[src/hw/mem_pkg.sv]
`default_nettype none

package mem_pkg;

  ////////////////////////////////////////////////////////////
  // Memory geometry
  ////////////////////////////////////////////////////////////

  localparam int MEM_DEPTH = 256;                 // Words in the RAM
  localparam int WORD_W    = 32;                  // Data width
  localparam int BYTE_W    = 8;                   // Lane width
  localparam int NB_BYTES  = WORD_W / BYTE_W;     // Byte lanes per word
  localparam int OFFSET_W  = $clog2(NB_BYTES);    // Byte offset inside a word
  localparam int INDEX_W   = $clog2(MEM_DEPTH);   // Word index
  localparam int ADDR_W    = OFFSET_W + INDEX_W;  // Full byte address

  ////////////////////////////////////////////////////////////
  // Request types
  ////////////////////////////////////////////////////////////

  // Access size as decoded from the load/store opcode
  typedef enum logic [1:0] {
    SIZE_BYTE = 2'd0,
    SIZE_HALF = 2'd1,
    SIZE_WORD = 2'd2
  } mem_size_t;

  // One load or store request, valid for a single cycle
  typedef struct packed {
    logic              rd;           // Load strobe
    logic              wr;           // Store strobe
    mem_size_t         size;
    logic              unsigned_ld;  // LBU / LHU
    logic [ADDR_W-1:0] addr;         // Byte address
    logic [WORD_W-1:0] data;         // Store data, right aligned
  } mem_req_t;

  // Memory word seen whole or lane by lane
  typedef union packed {
    logic [WORD_W-1:0]               word;
    logic [NB_BYTES-1:0][BYTE_W-1:0] bytes;  // Lane 0 is the low byte
  } mem_word_t;

endpackage

`default_nettype wire

[src/hw/access_aligner.sv]
`default_nettype none

module access_aligner (
  input  mem_pkg::mem_req_t               i_req,
  output logic                            o_access,      // Read or write strobe seen
  output logic [mem_pkg::INDEX_W-1:0]     o_index,       // Word index into the RAM
  output logic [mem_pkg::NB_BYTES-1:0]    o_byte_en,     // Lanes to write
  output mem_pkg::mem_word_t              o_store_word,  // Store data moved to its lanes
  output logic                            o_misaligned
);
  import mem_pkg::*;

  logic [OFFSET_W-1:0] offset;
  logic [NB_BYTES-1:0] lane_mask;   // Lanes touched by this size and offset
  logic                is_req;
  logic                bad_align;

  assign offset   = i_req.addr[OFFSET_W-1:0];
  assign o_index  = i_req.addr[ADDR_W-1:OFFSET_W];
  assign is_req   = i_req.rd | i_req.wr;
  assign o_access = is_req;  // Misaligned ones too, so that the error gets reported

  // Alignment check and lane mask per size
  always_comb begin
    case (i_req.size)
      SIZE_BYTE: begin
        bad_align = 1'b0;                                         // Any offset is fine
        lane_mask = {{(NB_BYTES-1){1'b0}}, 1'b1} << offset;
      end
      SIZE_HALF: begin
        bad_align = offset[0];                                    // Must sit on an even byte
        lane_mask = {{(NB_BYTES-2){1'b0}}, 2'b11} << offset;
      end
      default: begin
        bad_align = |offset;                                      // Word needs offset 0
        lane_mask = '1;
      end
    endcase
  end

  // Store data placement with the byte view
  always_comb begin
    o_store_word = '0;
    case (i_req.size)
      SIZE_BYTE: o_store_word.bytes[offset] = i_req.data[BYTE_W-1:0];
      SIZE_HALF: begin
        // Low half to lanes 0/1, high half to lanes 2/3
        o_store_word.bytes[{offset[OFFSET_W-1], 1'b0}] = i_req.data[BYTE_W-1:0];
        o_store_word.bytes[{offset[OFFSET_W-1], 1'b1}] = i_req.data[2*BYTE_W-1:BYTE_W];
      end
      default: o_store_word.word = i_req.data;
    endcase
  end

  // Only aligned stores write anything
  assign o_byte_en    = (i_req.wr && !bad_align) ? lane_mask : '0;
  assign o_misaligned = is_req & bad_align;

endmodule

`default_nettype wire

[config.mk]
export PLATFORM = sky130hd
export DESIGN_NAME = access_aligner
export DESIGN_NICKNAME = d
export VERILOG_FILES = /design/src/hw/mem_pkg.sv /design/src/hw/access_aligner.sv
export SDC_FILE = /design/constraint.sdc
export NUM_CORES = 1
export LEC_CHECK = 0
export ABC_AREA = 1
export BUFFER_PORTS_ARGS = -buffer_cell sky130_fd_sc_hd__buf_2
export CAP_MARGIN = 20
export CORE_MARGIN = 1.5
export CORE_UTILIZATION = 34
export DETAILED_ROUTE_END_ITERATION = 10
export PLACE_DENSITY = 0.9
export SYNTH_ARGS = -nofsm -noshare
export SYNTH_HDL_FRONTEND = slang
export SYNTH_SLANG_ARGS = --single-unit
[constraint.sdc]
create_clock -name vclk -period 1.75
set_clock_uncertainty 0.1 [all_clocks]
set_input_delay 0.175 -clock vclk [all_inputs]
set_output_delay 0.175 -clock vclk [all_outputs]
set_load 0.05 [all_outputs]
=== Word level (Yosys, flattened, before mapping) ===
Cells that the tools add are included.

* Register bits: 0
* Latch bits: 0
* Bits in writable memories: 0
* Bits in read-only memories: 0
* Bits of input ports: 47
* Output and inout bits: 46
* Word-level logic and storage cells: 31
* Memories: 0

* $add $sub $neg: 0
* Multiply operators: 0
* Divide/modulo/power cells: 0
* Order comparisons: 6
* Equality and inequality tests: 1
* Shift-type cells: 2
* Muxes and demuxes: 11
* Bitwise operators: 4
* Reductions and logical operators: 7

{| class="wikitable"
|+ Operator list
! operator !! number
|-
| 32-bit one-hot mux with 2 select lines || 1
|-
| 32-bit by 24-bit AND with 32-bit output || 1
|-
| 32-bit AND || 1
|-
| 32-bit bitwise mux || 1
|-
| 8-bit two-way mux || 3
|-
| 8-bit demux with 1-bit select || 2
|-
| 8-bit demux with 2-bit select || 1
|-
| 2-bit by 3-bit less-than comparator with 1-bit output, second input constant || 3
|-
| 4-bit one-hot mux with 2 select lines || 1
|-
| 2-bit by 1-bit >= comparator with 1-bit output, second input constant || 3
|-
| 1-bit logical AND || 4
|-
| 4-bit two-way mux || 1
|-
| 1-bit by 2-bit << shifter with 4-bit output, first input constant || 1
|-
| 2-bit by 2-bit << shifter with 4-bit output, first input constant || 1
|-
| 2-bit by 1-bit equality test with 1-bit output, second input constant || 1
|-
| 2-bit zero test || 1
|-
| 1-bit one-hot mux with 2 select lines || 1
|-
| 2-bit OR reduction || 1
|-
| 1-bit AND || 1
|-
| 1-bit zero test || 1
|-
| 1-bit bitwise OR || 1
|}

=== Longest topological paths before layout ===
* Depth after elaboration: 7
* Mapped depth: 7
* Mapped depth without buffers: 5

=== Least setup slack after synthesis ===
No wires, ideal clock.

* Kind: in2out
* From: input port i_req[44] (netlist name)
* To: output port o_byte_en[1] (netlist name)
* Arrival time: 1.259 ns
* Slack: 0.216 ns
* Stages on the path: 6
* Buffers on the path: 1
* Path through: buf_6 > inv_2 > nand2_1 > nand2_1 > nand2_1 > nor2_1

* Cells in the longest elaborated chain, start to end: 5
* Elaborated cells on any way between the ends: 7

{| class="wikitable"
|+ Ends and longest elaborated chain
! item !! line !! RTL
|-
| start, declared || access_aligner.sv:4 || <nowiki>input mem_pkg::mem_req_t i_req,</nowiki>
|-
| 2-bit by 1-bit equality test with 1-bit output / 2-bit zero test (equally long branches) || access_aligner.sv:25 || <nowiki>case (i_req.size)</nowiki>
|-
| 1-bit one-hot mux with 2 select lines || access_aligner.sv:25 ||
|-
| 1-bit zero test || access_aligner.sv:56 || <nowiki>assign o_byte_en = (i_req.wr && !bad_align) ? lane_mask : '0;</nowiki>
|-
| 1-bit logical AND || access_aligner.sv:56 ||
|-
| 4-bit two-way mux (*) || access_aligner.sv:56 ||
|-
| end, declared || access_aligner.sv:7 || <nowiki>output logic [mem_pkg::NB_BYTES-1:0] o_byte_en,</nowiki>
|}

Mark *: on every way between the ends. The rest lies on a longest branch, timed or not.

==> results.sh <==
export IMPL_status="complete, no violations"
export IMPL_fin_cells=236
export IMPL_slew_viol_final=0
export IMPL_grt_pass1_vias=826
export IMPL_combPwrFrac_pct=100.0
export IMPL_tns_ns=0
export IMPL_slew_headroom_pct=71.9
export IMPL_firstDrtPassIters=4
export IMPL_max_freq_ghz=0.637
export IMPL_fin_ws_ns=0.179
export IMPL_grt_setup_unrepaired="false"
export IMPL_grtUsageTotal_pct=20.4
export IMPL_hp_class="in -> out"
export IMPL_syn_cell_area_sq_um=646
export IMPL_power_switching_fraction_pct=75.7
export IMPL_syn_inst=143
export IMPL_p_sw_w=0.000354
export IMPL_overflow=0
export IMPL_start_util_pct=37.0
export IMPL_dp_cells=236
export IMPL_tightest_slew_ns=0.421
export IMPL_maxCapViolations=0
export IMPL_dr_total_vias=1094
export IMPL_hold_viol=0
export IMPL_crit_arrival_ns=1.30
export IMPL_synth_top_cell_area_share_pct=37.2
export IMPL_numPortBuffers=76
export IMPL_yosysWarnings=0
export IMPL_setup_viol=0
export IMPL_power_density_nw_per_um2=469
export IMPL_yosysTopAreaCell="nand2_1"
export IMPL_clock_buffers=0
export IMPL_cp_max_fo=8
export IMPL_drive_gt1_share_pct=42.2
export IMPL_ant_nets=0
export IMPL_yosysMostFrequentCell="nand2_1"
export IMPL_die_y_um=46.6
export IMPL_p_int_w=0.000114
export IMPL_syn_nets=190
export IMPL_place_gp_congestion=0.727
export IMPL_vias_per_cell=4.64
export IMPL_clock_power_share_pct=0
export IMPL_routed_wl_mm=2.28
export IMPL_ir_drop_mv=0.225
export IMPL_grt_max_degree=13
export IMPL_seq_area_frac_synth_pct=0
export IMPL_antennaDiodeCount=0
export IMPL_io_pins=93
export IMPL_final_nets=260
export IMPL_seqCellArea_sq_um=0
export IMPL_antenna_found_initial=0
export IMPL_required_ns=1.47
export IMPL_syn_avg_cell_area_sq_um=4.51
export IMPL_drc=0
export IMPL_dp_hpwl_mm=1.85
export IMPL_criticalPathCategory="in -> out"
export IMPL_drtIter0Drc=22
export IMPL_p_leak_nw=0.694
export IMPL_hold_buffers=0
export IMPL_die_w_um=46.6
export IMPL_dieArea_sq_um=2170
export IMPL_area_growth_pct=54.5
export IMPL_fin_crit_sh_pct=89.7
export IMPL_core_sq_um=1750
export IMPL_fin_crit_ns=1.57
export IMPL_hold_slack_ns=0.250
export IMPL_synthTopCellsByArea="nand2_1, nand3_1, buf_4, nor2_1, inv_1"
export IMPL_synthTopCellsByCount="nand2_1, nand3_1, nor2_1, inv_1, buf_4"
export IMPL_critPathCaptureType="output pin"
export IMPL_post_cts_buffers=0
export IMPL_nFlopsAndLatches=0
export IMPL_row_count=15
export IMPL_cts_resized=0
export IMPL_num_fill_cells=191
export IMPL_start_kind="input pin"
export IMPL_power_frac_seq_pct=0
export IMPL_wire_per_inst_um=9.65
export IMPL_pre_cts_slack_ns=0.176
export IMPL_grt_first_pass_wirelength_mm=3.34
export IMPL_synth_cell_types=14
[area by class of cell]
type | count | area (sq um) | share of cell area [%]
multi-input cells | 116 | 499 | 50.1
repair buffers | 80 | 410 | 41.2
inverters | 15 | 56.3 | 5.65
well taps | 25 | 31.3 | 3.14
[path summary, 6_finish.rpt]
path,start,endpoint,slack [ns],depth (start not counted)
max,i_req[44],o_store_word[25],0.18,8
min,i_req[38],o_index[4],0.25,0
[per-layer routing]
metal,vias to the layer above,part of all wire [%],global-route usage [%]
li1,577,-,-
met1,454,43,25.1
met2,55,47,38.3
met3,8,9.3,2.35
met4,0,0.97,2.29
met5,-,0,0
[layout by cell type (no fill, tap or decap)]
cell,synthesis,layout
inv_2,3,3
buf_4,10,4
nor2_1,15,15
o21ai_2,1,1
nor2_2,2,2
nand2_2,1,1
nand2_1,64,64
buf_2,0,76
a21oi_2,1,1
nor2_4,1,1
a21oi_1,3,3
nand3_1,28,28
inv_1,12,12
[kinds of logic (layout without fill, tap and decap cells)]
group,count (synthesis),count (layout),synth area share (%)
compound gates,5,5,5.04
buf+inv,27,95,22.7
simple gates,111,111,72.3
[power by group through the flow]
| stage | logic [W] | registers [W] | clock network [W] |
|---|---|---|---|
| floorplan | 0.000384 | 0 | 0 |
| global route | 0.000500 | 0 | 0 |
| CTS | 0.000470 | 0 | 0 |
| detailed placement | 0.000469 | 0 | 0 |
| finish | 0.000468 | 0 | 0 |
| global placement | 0.000467 | 0 | 0 |
[worst max-delay path, stage by stage]
cell and delay (ns):
buf_2 0.17, inv_2 0.10, nand2_2 0.08, nor2_2 0.17, buf_4 0.20, nand2_1 0.06
nand3_1 0.07, buf_2 0.26
[through the flow]
stage | utilization [%] | power [W] | area (sq um)
detailed placement | 57.1 | 0.000469 | 997
finish | 57.1 | 0.000468 | 997
floorplan | - | 0.000384 | 646
global route | 57.1 | 0.000500 | 997
global placement | 57.1 | 0.000467 | 997
CTS | 57.1 | 0.000470 | 997
Power figures use the tool's default switching activity.
