[src/hw/mem_pkg.sv]
`default_nettype none

package mem_pkg;

  ////////////////////////////////////////////////////////////
  // Memory geometry
  ////////////////////////////////////////////////////////////

  localparam int MEM_DEPTH = 256;                 // Words in the RAM
  localparam int WORD_W    = 32;                  // Data width
  localparam int BYTE_W    = 8;                   // Lane width
  localparam int NB_BYTES  = WORD_W / BYTE_W;     // Byte lanes per word
  localparam int OFFSET_W  = $clog2(NB_BYTES);    // Byte offset inside a word
  localparam int INDEX_W   = $clog2(MEM_DEPTH);   // Word index
  localparam int ADDR_W    = OFFSET_W + INDEX_W;  // Full byte address

  ////////////////////////////////////////////////////////////
  // Request types
  ////////////////////////////////////////////////////////////

  // Access size as decoded from the load/store opcode
  typedef enum logic [1:0] {
    SIZE_BYTE = 2'd0,
    SIZE_HALF = 2'd1,
    SIZE_WORD = 2'd2
  } mem_size_t;

  // One load or store request, valid for a single cycle
  typedef struct packed {
    logic              rd;           // Load strobe
    logic              wr;           // Store strobe
    mem_size_t         size;
    logic              unsigned_ld;  // LBU / LHU
    logic [ADDR_W-1:0] addr;         // Byte address
    logic [WORD_W-1:0] data;         // Store data, right aligned
  } mem_req_t;

  // Memory word seen whole or lane by lane
  typedef union packed {
    logic [WORD_W-1:0]               word;
    logic [NB_BYTES-1:0][BYTE_W-1:0] bytes;  // Lane 0 is the low byte
  } mem_word_t;

endpackage

`default_nettype wire

[src/hw/load_extractor.sv]
`default_nettype none

module load_extractor (
  input  logic                        i_clk,
  input  logic                        i_rsta,
  input  mem_pkg::mem_req_t           i_req,
  input  logic                        i_misaligned,
  input  mem_pkg::mem_word_t          i_read_word,   // RAM output, one cycle after i_req
  input  logic                        i_accept,
  output logic [mem_pkg::WORD_W-1:0]  o_load_data,
  output logic                        o_done,
  output logic                        o_addr_error
);
  import mem_pkg::*;

  // What the load needs once the RAM word comes back
  typedef struct packed {
    logic [OFFSET_W-1:0] offset;
    mem_size_t           size;
    logic                unsigned_ld;
    logic                rd;
    logic                misaligned;
  } load_ctx_t;

  load_ctx_t           ctx;
  logic [BYTE_W-1:0]   sel_byte;
  logic [2*BYTE_W-1:0] sel_half;
  logic                sign_fill;
  logic [WORD_W-1:0]   ext_data;

  // Context follows the request into the RAM stage
  always_ff @(posedge i_clk) begin
    if (i_rsta) begin
      ctx <= '0;
    end else begin
      ctx.offset      <= i_req.addr[OFFSET_W-1:0];
      ctx.size        <= i_req.size;
      ctx.unsigned_ld <= i_req.unsigned_ld;
      ctx.rd          <= i_req.rd;
      ctx.misaligned  <= i_misaligned;
    end
  end

  // Lane select by stored offset, then sign or zero fill
  always_comb begin
    sel_byte = i_read_word.bytes[ctx.offset];
    sel_half = {i_read_word.bytes[{ctx.offset[OFFSET_W-1], 1'b1}],
                i_read_word.bytes[{ctx.offset[OFFSET_W-1], 1'b0}]};
    case (ctx.size)
      SIZE_BYTE: begin
        sign_fill = ~ctx.unsigned_ld & sel_byte[BYTE_W-1];
        ext_data  = {{(WORD_W-BYTE_W){sign_fill}}, sel_byte};
      end
      SIZE_HALF: begin
        sign_fill = ~ctx.unsigned_ld & sel_half[2*BYTE_W-1];
        ext_data  = {{(WORD_W-2*BYTE_W){sign_fill}}, sel_half};
      end
      default: begin
        sign_fill = 1'b0;                // Nothing to extend
        ext_data  = i_read_word.word;
      end
    endcase
  end

  assign o_done       = i_accept;
  assign o_addr_error = i_accept & ctx.misaligned;
  // Zero on stores, on errors and between accesses
  assign o_load_data  = (i_accept && ctx.rd && !ctx.misaligned) ? ext_data : '0;

endmodule

`default_nettype wire

[config.mk]
export PLATFORM = sky130hd
export DESIGN_NAME = load_extractor
export DESIGN_NICKNAME = d
export VERILOG_FILES = /design/src/hw/mem_pkg.sv /design/src/hw/load_extractor.sv
export SDC_FILE = /design/constraint.sdc
export NUM_CORES = 1
export LEC_CHECK = 0
export BUFFER_PORTS_ARGS = -buffer_cell sky130_fd_sc_hd__clkbuf_2
export CAP_MARGIN = 15
export CORE_UTILIZATION = 36
export CTS_BUF_LIST = sky130_fd_sc_hd__clkbuf_2
export DETAILED_ROUTE_END_ITERATION = 10
export PLACE_DENSITY = 0.86
export SLEW_MARGIN = 15
export SYNTH_ARGS = -nofsm -noshare
export SYNTH_HDL_FRONTEND = slang
export SYNTH_SLANG_ARGS = --single-unit
[constraint.sdc]
create_clock -name i_clk -period 4.7 [get_ports i_clk]
set_input_delay 0.705 -clock i_clk [delete_from_list [all_inputs] [get_ports i_clk]]
set_output_delay 0.705 -clock i_clk [all_outputs]
set_load 0.02 [all_outputs]
# After elaboration in Yosys (flattened, before gate mapping)
# Index checks and enable logic that the tools add are counted.
[classes] magnitude_cmp=3 eq_ne=1 n_mux=8 bitwise=4 reduce_logical=4
[op_table] op="$pmux W32 S2" count=1
[op_table] op="$mux W8" count=5
[op_table] op="$mux W32" count=1
[op_table] op="$bmux W8 S2" count=1
[op_table] op="$lt A2 B3 Y1 const B" count=3
[op_table] op="$and A1 B1 Y1" count=3
[op_table] op="$eq A2 B1 Y1 const B" count=1
[op_table] op="$logic_and A1 B1 Y1" count=2
[op_table] op="$logic_not A2 Y1" count=1
[op_table] op="$logic_not A1 Y1" count=1
[op_table] op="$not A1 Y1" count=1
[totals] register_bits=7 input_bits=83 out_inout_bits=34

# Depth between registers and ports, before layout
# Gate-level depths: netlist of run 1.
[depth] ltp_word=5 mapped_depth=6 mapped_depth_nobuf=4

# Worst setup path before layout of run 1
# OpenSTA, ideal clock, no wires.
[synth_timing] path_type="input port to output port" startpoint="input port i_accept" endpoint="output port o_load_data[15] (netlist name)" t_arrival_ps=1791 required_ps=3995 setup_slack_ps=2204 cell_stages=3 n_path_buf=1 path_cell_list="nand3b_1 clkbuf_1 nor3_1"
[synth_via] elab_chain_len=3
[synth_lines] item="start, declared" line_no="load_extractor.sv:9" rtl="input logic i_accept,"
[synth_lines] item="$logic_and A1 B1 Y1 (2 in a row)" line_no="load_extractor.sv:68" rtl="assign o_load_data = (i_accept && ctx.rd && !ctx.misaligned) ? ext_data : '0;"
[synth_lines] item="$mux W32" line_no="load_extractor.sv:68"
[synth_lines] item="end, declared" line_no="load_extractor.sv:10" rtl="output logic [mem_pkg::WORD_W-1:0] o_load_data,"
# No other way between the ends.

# Worst setup path after layout of run 1
[layout_timing] startpoint="register ctx[6] (netlist name)" endpoint="output port o_load_data[29] (netlist name)"
[layout_via] elab_chain_len=5 word_cells_on_any_way=8 classes_between="mux (6); bitwise (2)"
[layout_lines] item="start, declared" line_no="load_extractor.sv:25" rtl="load_ctx_t ctx;"
[layout_lines] item="$bmux W8 S2 or $mux W8 (tied branches)" line_no="load_extractor.sv:46, load_extractor.sv:47"
[layout_lines] item="$mux W8 (on tied branches)" line_no="load_extractor.sv:46, load_extractor.sv:47"
[layout_lines] item="$and A1 B1 Y1 (on tied branches)" line_no="load_extractor.sv:51, load_extractor.sv:55"
[layout_lines] item="$pmux W32 S2 (*)" line_no="load_extractor.sv:49" rtl="case (ctx.size)"
[layout_lines] item="$mux W32 (*)" line_no="load_extractor.sv:68"
# Mark *: on every way between the ends. The rest lies on a longest branch, timed or not. The select of a mux whose other input is x is not followed.

==> results of run 1 <==
## power groups by stage
| stage | Combinational, W | Sequential [W] | Clock (W) |
|---|---|---|---|
| final | 0.0000880 | 0.0000717 | 0.0000447 |
| after global routing | 0.0000968 | 0.0000727 | 0.0000508 |
| after CTS | 0.0000887 | 0.0000716 | 0.0000453 |
| after detailed placement | 0.0000882 | 0.0000729 | 0 |
| after global placement | 0.0000869 | 0.0000729 | 0 |
| after floorplan | 0.0000628 | 0.0000652 | 0 |
## per-layer routing
layer | share of wire | GRT usage
met5 | 0 | 0
met2 | 0.50 | 0.413
met3 | 0.066 | 0.00862
met4 | 0.0096 | 0.0526
met1 | 0.42 | 0.217
## cells in the final DEF (no fill, tap or decap), types with 3 or more instances in the layout
| master | n |
|---|---|
| nor2_1 | 9 |
| nand2_1 | 47 |
| a221oi_2 | 7 |
| inv_1 | 11 |
| o21ai_0 | 7 |
| a222oi_1 | 7 |
| clkbuf_2 | 79 |
| mux2_2 | 7 |
| nor3_1 | 3 |
| dfxtp_1 | 7 |
| nor2b_1 | 7 |
## synthesized netlist by cell type
cell / instances
or3_1: 1
dfxtp_1: 7
clkbuf_1: 2
o21ai_0: 7
nor2_2: 1
and3_1: 1
o22ai_4: 1
nor2_1: 9
o22ai_1: 1
buf_4: 1
buf_6: 2
buf_1: 1
and2_1: 1
a21oi_4: 1
a221oi_1: 1
mux2i_2: 1
a221oi_2: 7
o21ai_2: 1
a211oi_1: 1
nor2b_1: 7
nand3b_1: 1
or3b_4: 1
nand2_1: 47
a222oi_1: 7
mux2i_1: 1
buf_2: 5
nor3_1: 3
mux2_2: 7
a21oi_1: 1
inv_1: 11
## kinds of logic after synthesis
family,count (synthesis),share of synthesized area
muxes,9,0.108
and+or+nand+nor,72,0.331
DFF,7,0.148
buffers and inverters,22,0.114
AOI/OAI and AO/OA,28,0.299
## worst max path at each step
stage	startpoint	end	cells after the start
floorplan	i_accept	o_load_data[15]	3
global placement	ctx[6]$_SDFF_PP0_	o_load_data[31]	5
detailed placement	ctx[6]$_SDFF_PP0_	o_load_data[29]	5
CTS	ctx[6]$_SDFF_PP0_	o_load_data[29]	5
global route	ctx[6]$_SDFF_PP0_	o_load_data[19]	5
finish	ctx[6]$_SDFF_PP0_	o_load_data[29]	5
## stage by stage
stage | instance area (um^2) | utilization | total power (W) | std cells
4_1_cts | 1320 | 0.533 | 0.000206 | 237
3_3_place_gp | 1300 | 0.525 | 0.000160 | 233
2_1_floorplan | 946 | - | 0.000128 | 138
5_1_grt | 1320 | 0.533 | 0.000220 | 237
6_report | 1320 | 0.533 | 0.000204 | 237
3_5_place_dp | 1300 | 0.525 | 0.000161 | 233
## layout make-up
cell class / count / area, um^2 / share of cell area
Clock buffer: 4 / 20.0 / 0.0152
Timing Repair Buffer: 76 / 383 / 0.290
Inverter: 11 / 41.3 / 0.0313
Tap cell: 30 / 37.5 / 0.0284
Multi-Input combinational cell: 109 / 698 / 0.529
Sequential cell: 7 / 140 / 0.106
==> results by group, run 1 <==
Outcome
  • Run status: completed

Global route
  • GR Overflow Total: 0
  • Initial antenna violation count: 0
  • Largest net degree at the start of global routing: 26
  • GRT Total Usage: 0.202
  • First-pass GRT wire length: 4280 um
  • Vias in the first global route: 1056

Power and ir drop
  • Switching Fraction: 0.387
  • Cell-internal power: 0.000125 W
  • Power share of the clock group: 0.218
  • Gate power share: 0.431
  • VDD IR max: 0.000156 V
  • Leak pwr: 0.752 nW
  • Power per cell area: 155 nW/um^2
  • Sequential power share: 0.351
  • Psw: 0.0000791 W

Critical path
  • Crit-path cells: mux2i_2 > o22ai_4 > o21ai_2 > nand2_1 > clkbuf_2
  • Slowest cell on crit path: dfxtp_1
  • CP delay by family, top: flip-flops
  • CP max FO: 25
  • Startpoint Class: flip-flop
  • Crit path arrival time: 2.58 ns
  • Critical Path RT: 3.99 ns
  • CP Buf/Inv Count: 1
  • Crit path kind: flip-flop to output port
  • Critical path endpoint category: output port
  • CP max stage delay: 0.91 ns

Die
  • Rows: 18
  • Full die area: 2840 um^2
  • Initial Util: 0.382
  • Core area: 2480 um^2
  • Die H: 53.3 um
  • IO Count: 117
  • Die outline width: 53.3 um

Clock network
  • Num CTS Buffers: 3
  • H-tree depth: 1
  • # resized after CTS: 0
  • # hold bufs at CTS: 0
  • Clock-pin slew on the worst setup and hold paths: 0.07 ns
  • CTS Root Cell: clkbuf_2
  • Num Clock Sinks: 7
  • CTS Buffer Depth: 2
  • TritonCTS clock tree: done
  • Post-CTS setup buffers: 0

Synth
  • Synth top area share: 0.187
  • Cell area after synthesis: 946 um^2
  • Distinct cell type count after synthesis: 30
  • Synth Register Bits: 7
  • Synth Net Count: 221
  • Ys Warns: 0
  • Area contributors post-synth: nand2_1 (19%), dfxtp_1 (15%), a221oi_2 (11%), mux2_2 (8.3%), a222oi_1 (7.4%)
  • Mean post-synth cell area: 6.85 um^2
  • Post-synthesis sequential area ratio: 0.148
  • Post-Synthesis Cells: 138
  • Synth area leader: nand2_1

Placed design
  • I/O Buffers: 75
  • GP Congestion: 0.828
  • Post-DP HPWL: 2200 um
  • Post-placement worst setup slack: 1.64 ns

STA
  • Hold WS: 0.673 ns
  • Setup TNS: 0 ns
  • Fmax: 0.304 GHz
  • Fin. max-slew vios: 0
  • RSZ-0062 raised after global routing: false
  • Slew @ Worst Pin: 0.983 ns
  • Tcrit/Tclk final: 0.699
  • Final hold violation count: 0
  • Final min period: 3.29 ns
  • Setup ws final: 1.41 ns
  • Finish-stage setup viols: 0
  • Slew Limit Headroom: 0.344

Layout
  • Area Growth Syn to Fin: 39.6%
  • Max reg flops: 7
  • Nets: 291
  • Largest register by flop count: ctx
  • Layout cells sized above 1: 0.483
  • Fill count: 293
  • Ant diodes: 0
  • Largest regs: ctx: 7 flops

Routing
  • Routed vias/inst: 5.10
  • Vias: 1209
  • DRT iter0 DRCs: 31
  • Final WL: 2820 um
  • Post-route antenna net violation count: 0
  • Post-DR wirelength/cell: 11.9 um
  • DRC: 0
  • Pre-antenna DRT Iters: 4

Hold path
  • Worst hold path startpoint: i_req[46]
  • Worst hold path class: input port to flip-flop
  • Hold EP: ctx[1]$_SDFF_PP0_
  • Hold path depth: 2

Run
  • Max Cap Viol: 0
(Power assumes the default switching activity.)
==> inputs of run 2 (changes only) <==
--- a/config.mk
+++ b/config.mk
@@ -7,10 +7,10 @@
 export LEC_CHECK = 0
 export BUFFER_PORTS_ARGS = -buffer_cell sky130_fd_sc_hd__clkbuf_2
 export CAP_MARGIN = 15
-export CORE_UTILIZATION = 36
+export CORE_UTILIZATION = 33
 export CTS_BUF_LIST = sky130_fd_sc_hd__clkbuf_2
 export DETAILED_ROUTE_END_ITERATION = 10
-export PLACE_DENSITY = 0.86
+export PLACE_DENSITY = 0.8
 export SLEW_MARGIN = 15
 export SYNTH_ARGS = -nofsm -noshare
 export SYNTH_HDL_FRONTEND = slang
==> constraint.sdc (replaced) <==
create_clock -name i_clk -period 3.1 [get_ports i_clk]
set_input_delay 0.465 -clock i_clk [delete_from_list [all_inputs] [get_ports i_clk]]
set_output_delay 0.465 -clock i_clk [all_outputs]
set_load 0.02 [all_outputs]
==> run 2 against run 1 <==
  * Sequential power is 45% higher
  * Final cell count increased by 1.3%
  * Highest routed layer unchanged
  * Die area increased by 8.7%
  * Power up 52%
  * Setup slack got worse by 1.1 ns
==> results by group, run 2 (synthesis gave the netlist of run 1 again) <==
Outcome
  • Run status: completed

Global route
  • Largest net degree at the start of global routing: 17 (-35%)
  • Vias in the first global route: 1120 (+6.1%)
  • GRT Total Usage: 0.186 (-0.0156)
  • First-pass GRT wire length: 4670 um (+9.0%)
  • GR Overflow Total: 0 (unchanged)
  • Initial antenna violation count: 0 (unchanged)

Clock network
  • Clock-pin slew on the worst setup and hold paths: 0.07 ns (about the same)
  • Num CTS Buffers: 3 (unchanged)
  • CTS Root Cell: clkbuf_2
  • H-tree depth: 1 (unchanged)
  • Num Clock Sinks: 7 (unchanged)
  • TritonCTS clock tree: done
  • CTS Buffer Depth: 2 (unchanged)
  • # hold bufs at CTS: 0 (unchanged)
  • Post-CTS setup buffers: 0 (unchanged)
  • # resized after CTS: 0 (unchanged)

STA
  • Tcrit/Tclk final: 0.890
  • Final min period: 2.76 ns
  • Setup TNS: 0 ns (unchanged)
  • Fmax: 0.363 GHz
  • Slew Limit Headroom: 0.551 (+0.207)
  • Hold WS: 0.433 ns (-0.241 ns)
  • Fin. max-slew vios: 0 (unchanged)
  • Final hold violation count: 0 (unchanged)
  • Slew @ Worst Pin: 0.674 ns (-0.309 ns)
  • Finish-stage setup viols: 0 (unchanged)
  • RSZ-0062 raised after global routing: false

Layout
  • Ant diodes: 0 (unchanged)
  • Largest regs: ctx: 7 flops
  • Area Growth Syn to Fin: 41.3%
  • Largest register by flop count: ctx
  • Layout Utilization: 0.489 (-0.0440)
  • Nets: 293 (+0.69%)
  • Fill count: 288 (-1.7%)
  • Post-route cell area: 1340 um^2 (+1.2%)
  • Layout cells sized above 1: 0.488 (+0.00495)
  • Most frequent cells in the layout: clkbuf_2 (79), nand2_1 (47), inv_1 (11), nor2_1 (9)
  • Commonest non-fill, non-tap cell in the layout: clkbuf_2
  • Max reg flops: 7 (unchanged)
  • Non-Filler Instances: 240 (+1.3%)

Routing
  • Top routing layer in use: met4
  • Post-DR wirelength/cell: 11.7 um (-2.0%)
  • DRT iter0 DRCs: 51 (+65%)
  • Routed vias/inst: 5.05 (-1.1%)
  • Met3 routed WL: 203 um (+9.7%)
  • DRC: 0 (unchanged)
  • Post-route antenna net violation count: 0 (unchanged)
  • Final WL: 2800 um (-0.71%)
  • Routed length on met1: 1200 um (+0.84%)
  • Pre-antenna DRT Iters: 7 (+3)
  • Vias: 1211 (+0.17%)
  • WL met2: 1370 um (-2.6%)

Placed design
  • Placed cell area: 1320 um^2 (+1.3%)
  • GP Congestion: 0.752 (-9.1%)
  • Placed insts: 236 (+1.3%)
  • Post-DP HPWL: 2260 um (+2.9%)
  • I/O Buffers: 75 (unchanged)

Power and ir drop
  • Leak pwr: 0.762 nW (+1.4%)
  • Cell-internal power: 0.000191 W (+53%)
  • Sequential power share: 0.336 (-0.015)
  • Power share of the clock group: 0.217 (about the same)
  • VDD IR max: 0.000231 V (+48%)
  • Switching Fraction: 0.385 (-0.00240)
  • Gate power share: 0.447 (+0.016)
  • Power per cell area: 233 nW/um^2 (+50%)
  • Psw: 0.000120 W (+51%)

Die
  • Full die area: 3080 um^2 (+8.7%)
  • Die H: 55.5 um (+4.3%)
  • Initial Util: 0.346 (-0.0358)
  • Die outline width: 55.5 um (+4.3%)
  • IO Count: 117 (unchanged)
  • Core area: 2730 um^2 (+10%)
  • Rows: 19 (+1)

Critical path
  • Crit path arrival time: 2.29 ns (-0.29 ns)
  • CP max FO: 16 (-36%)
  • Startpoint Class: flip-flop
  • Crit path kind: flip-flop to output port
  • Critical Path RT: 2.63 ns (-1.36 ns)
  • Critical path endpoint category: output port

Hold path
  • Hold path depth: 2 (unchanged)
  • Worst hold path startpoint: i_req[46]
  • Worst hold path class: input port to flip-flop
  • Hold EP: ctx[1]$_SDFF_PP0_

Run
  • Max Cap Viol: 0 (unchanged)
-- run 2: worst max path at each step --
stage,start,endpoint,cells past startpoint
global placement,ctx[6]$_SDFF_PP0_,o_load_data[31],5
finish,ctx[6]$_SDFF_PP0_,o_load_data[31],5
detailed placement,ctx[6]$_SDFF_PP0_,o_load_data[25],5
floorplan,ctx[3]$_SDFF_PP0_,o_load_data[15],5
global route,ctx[6]$_SDFF_PP0_,o_load_data[29],5
CTS,ctx[6]$_SDFF_PP0_,o_load_data[25],5
-- run 2: power groups by stage --
stage	combinational [W]	sequential, W	clock, W
2_1_floorplan	0.0000953	0.0000989	0
3_3_place_gp	0.000138	0.000106	0
3_5_place_dp	0.000140	0.000106	0
4_1_cts	0.000140	0.000104	0.0000707
5_1_grt	0.000154	0.000106	0.0000812
6_report	0.000139	0.000104	0.0000675
-- run 2: metrics by stage --
stage	total power [W]	setup slack (ns)
finish	0.000311	0.342
floorplan	0.000194	1.07
CTS	0.000315	0.304
global placement	0.000244	0.538
detailed placement	0.000246	0.576
global route	0.000341	0.138
-- run 2: critical path, cell delays in order (launching register included) --
cell	delay [ns]
dfxtp_1	0.65
mux2i_1	0.37
o22ai_4	0.15
o21ai_2	0.58
nand2_1	0.12
clkbuf_2	0.19
-- run 2: final cells by class --
type                            count  area (um^2)  share of cell area
Sequential cell                     7          140               0.105
Timing Repair Buffer               78          398               0.298
Inverter                           11         41.3              0.0309
Clock buffer                        4         20.0              0.0150
Multi-Input combinational cell    109          698               0.522
Tap cell                           31         38.8              0.0290
-- run 2: metal layers --
metal / GRT usage / vias up
li1: - / 618
met5: 0 / -
met1: 0.232 / 532
met4: 0.0536 / 0
met2: 0.325 / 59
met3: 0.0351 / 2
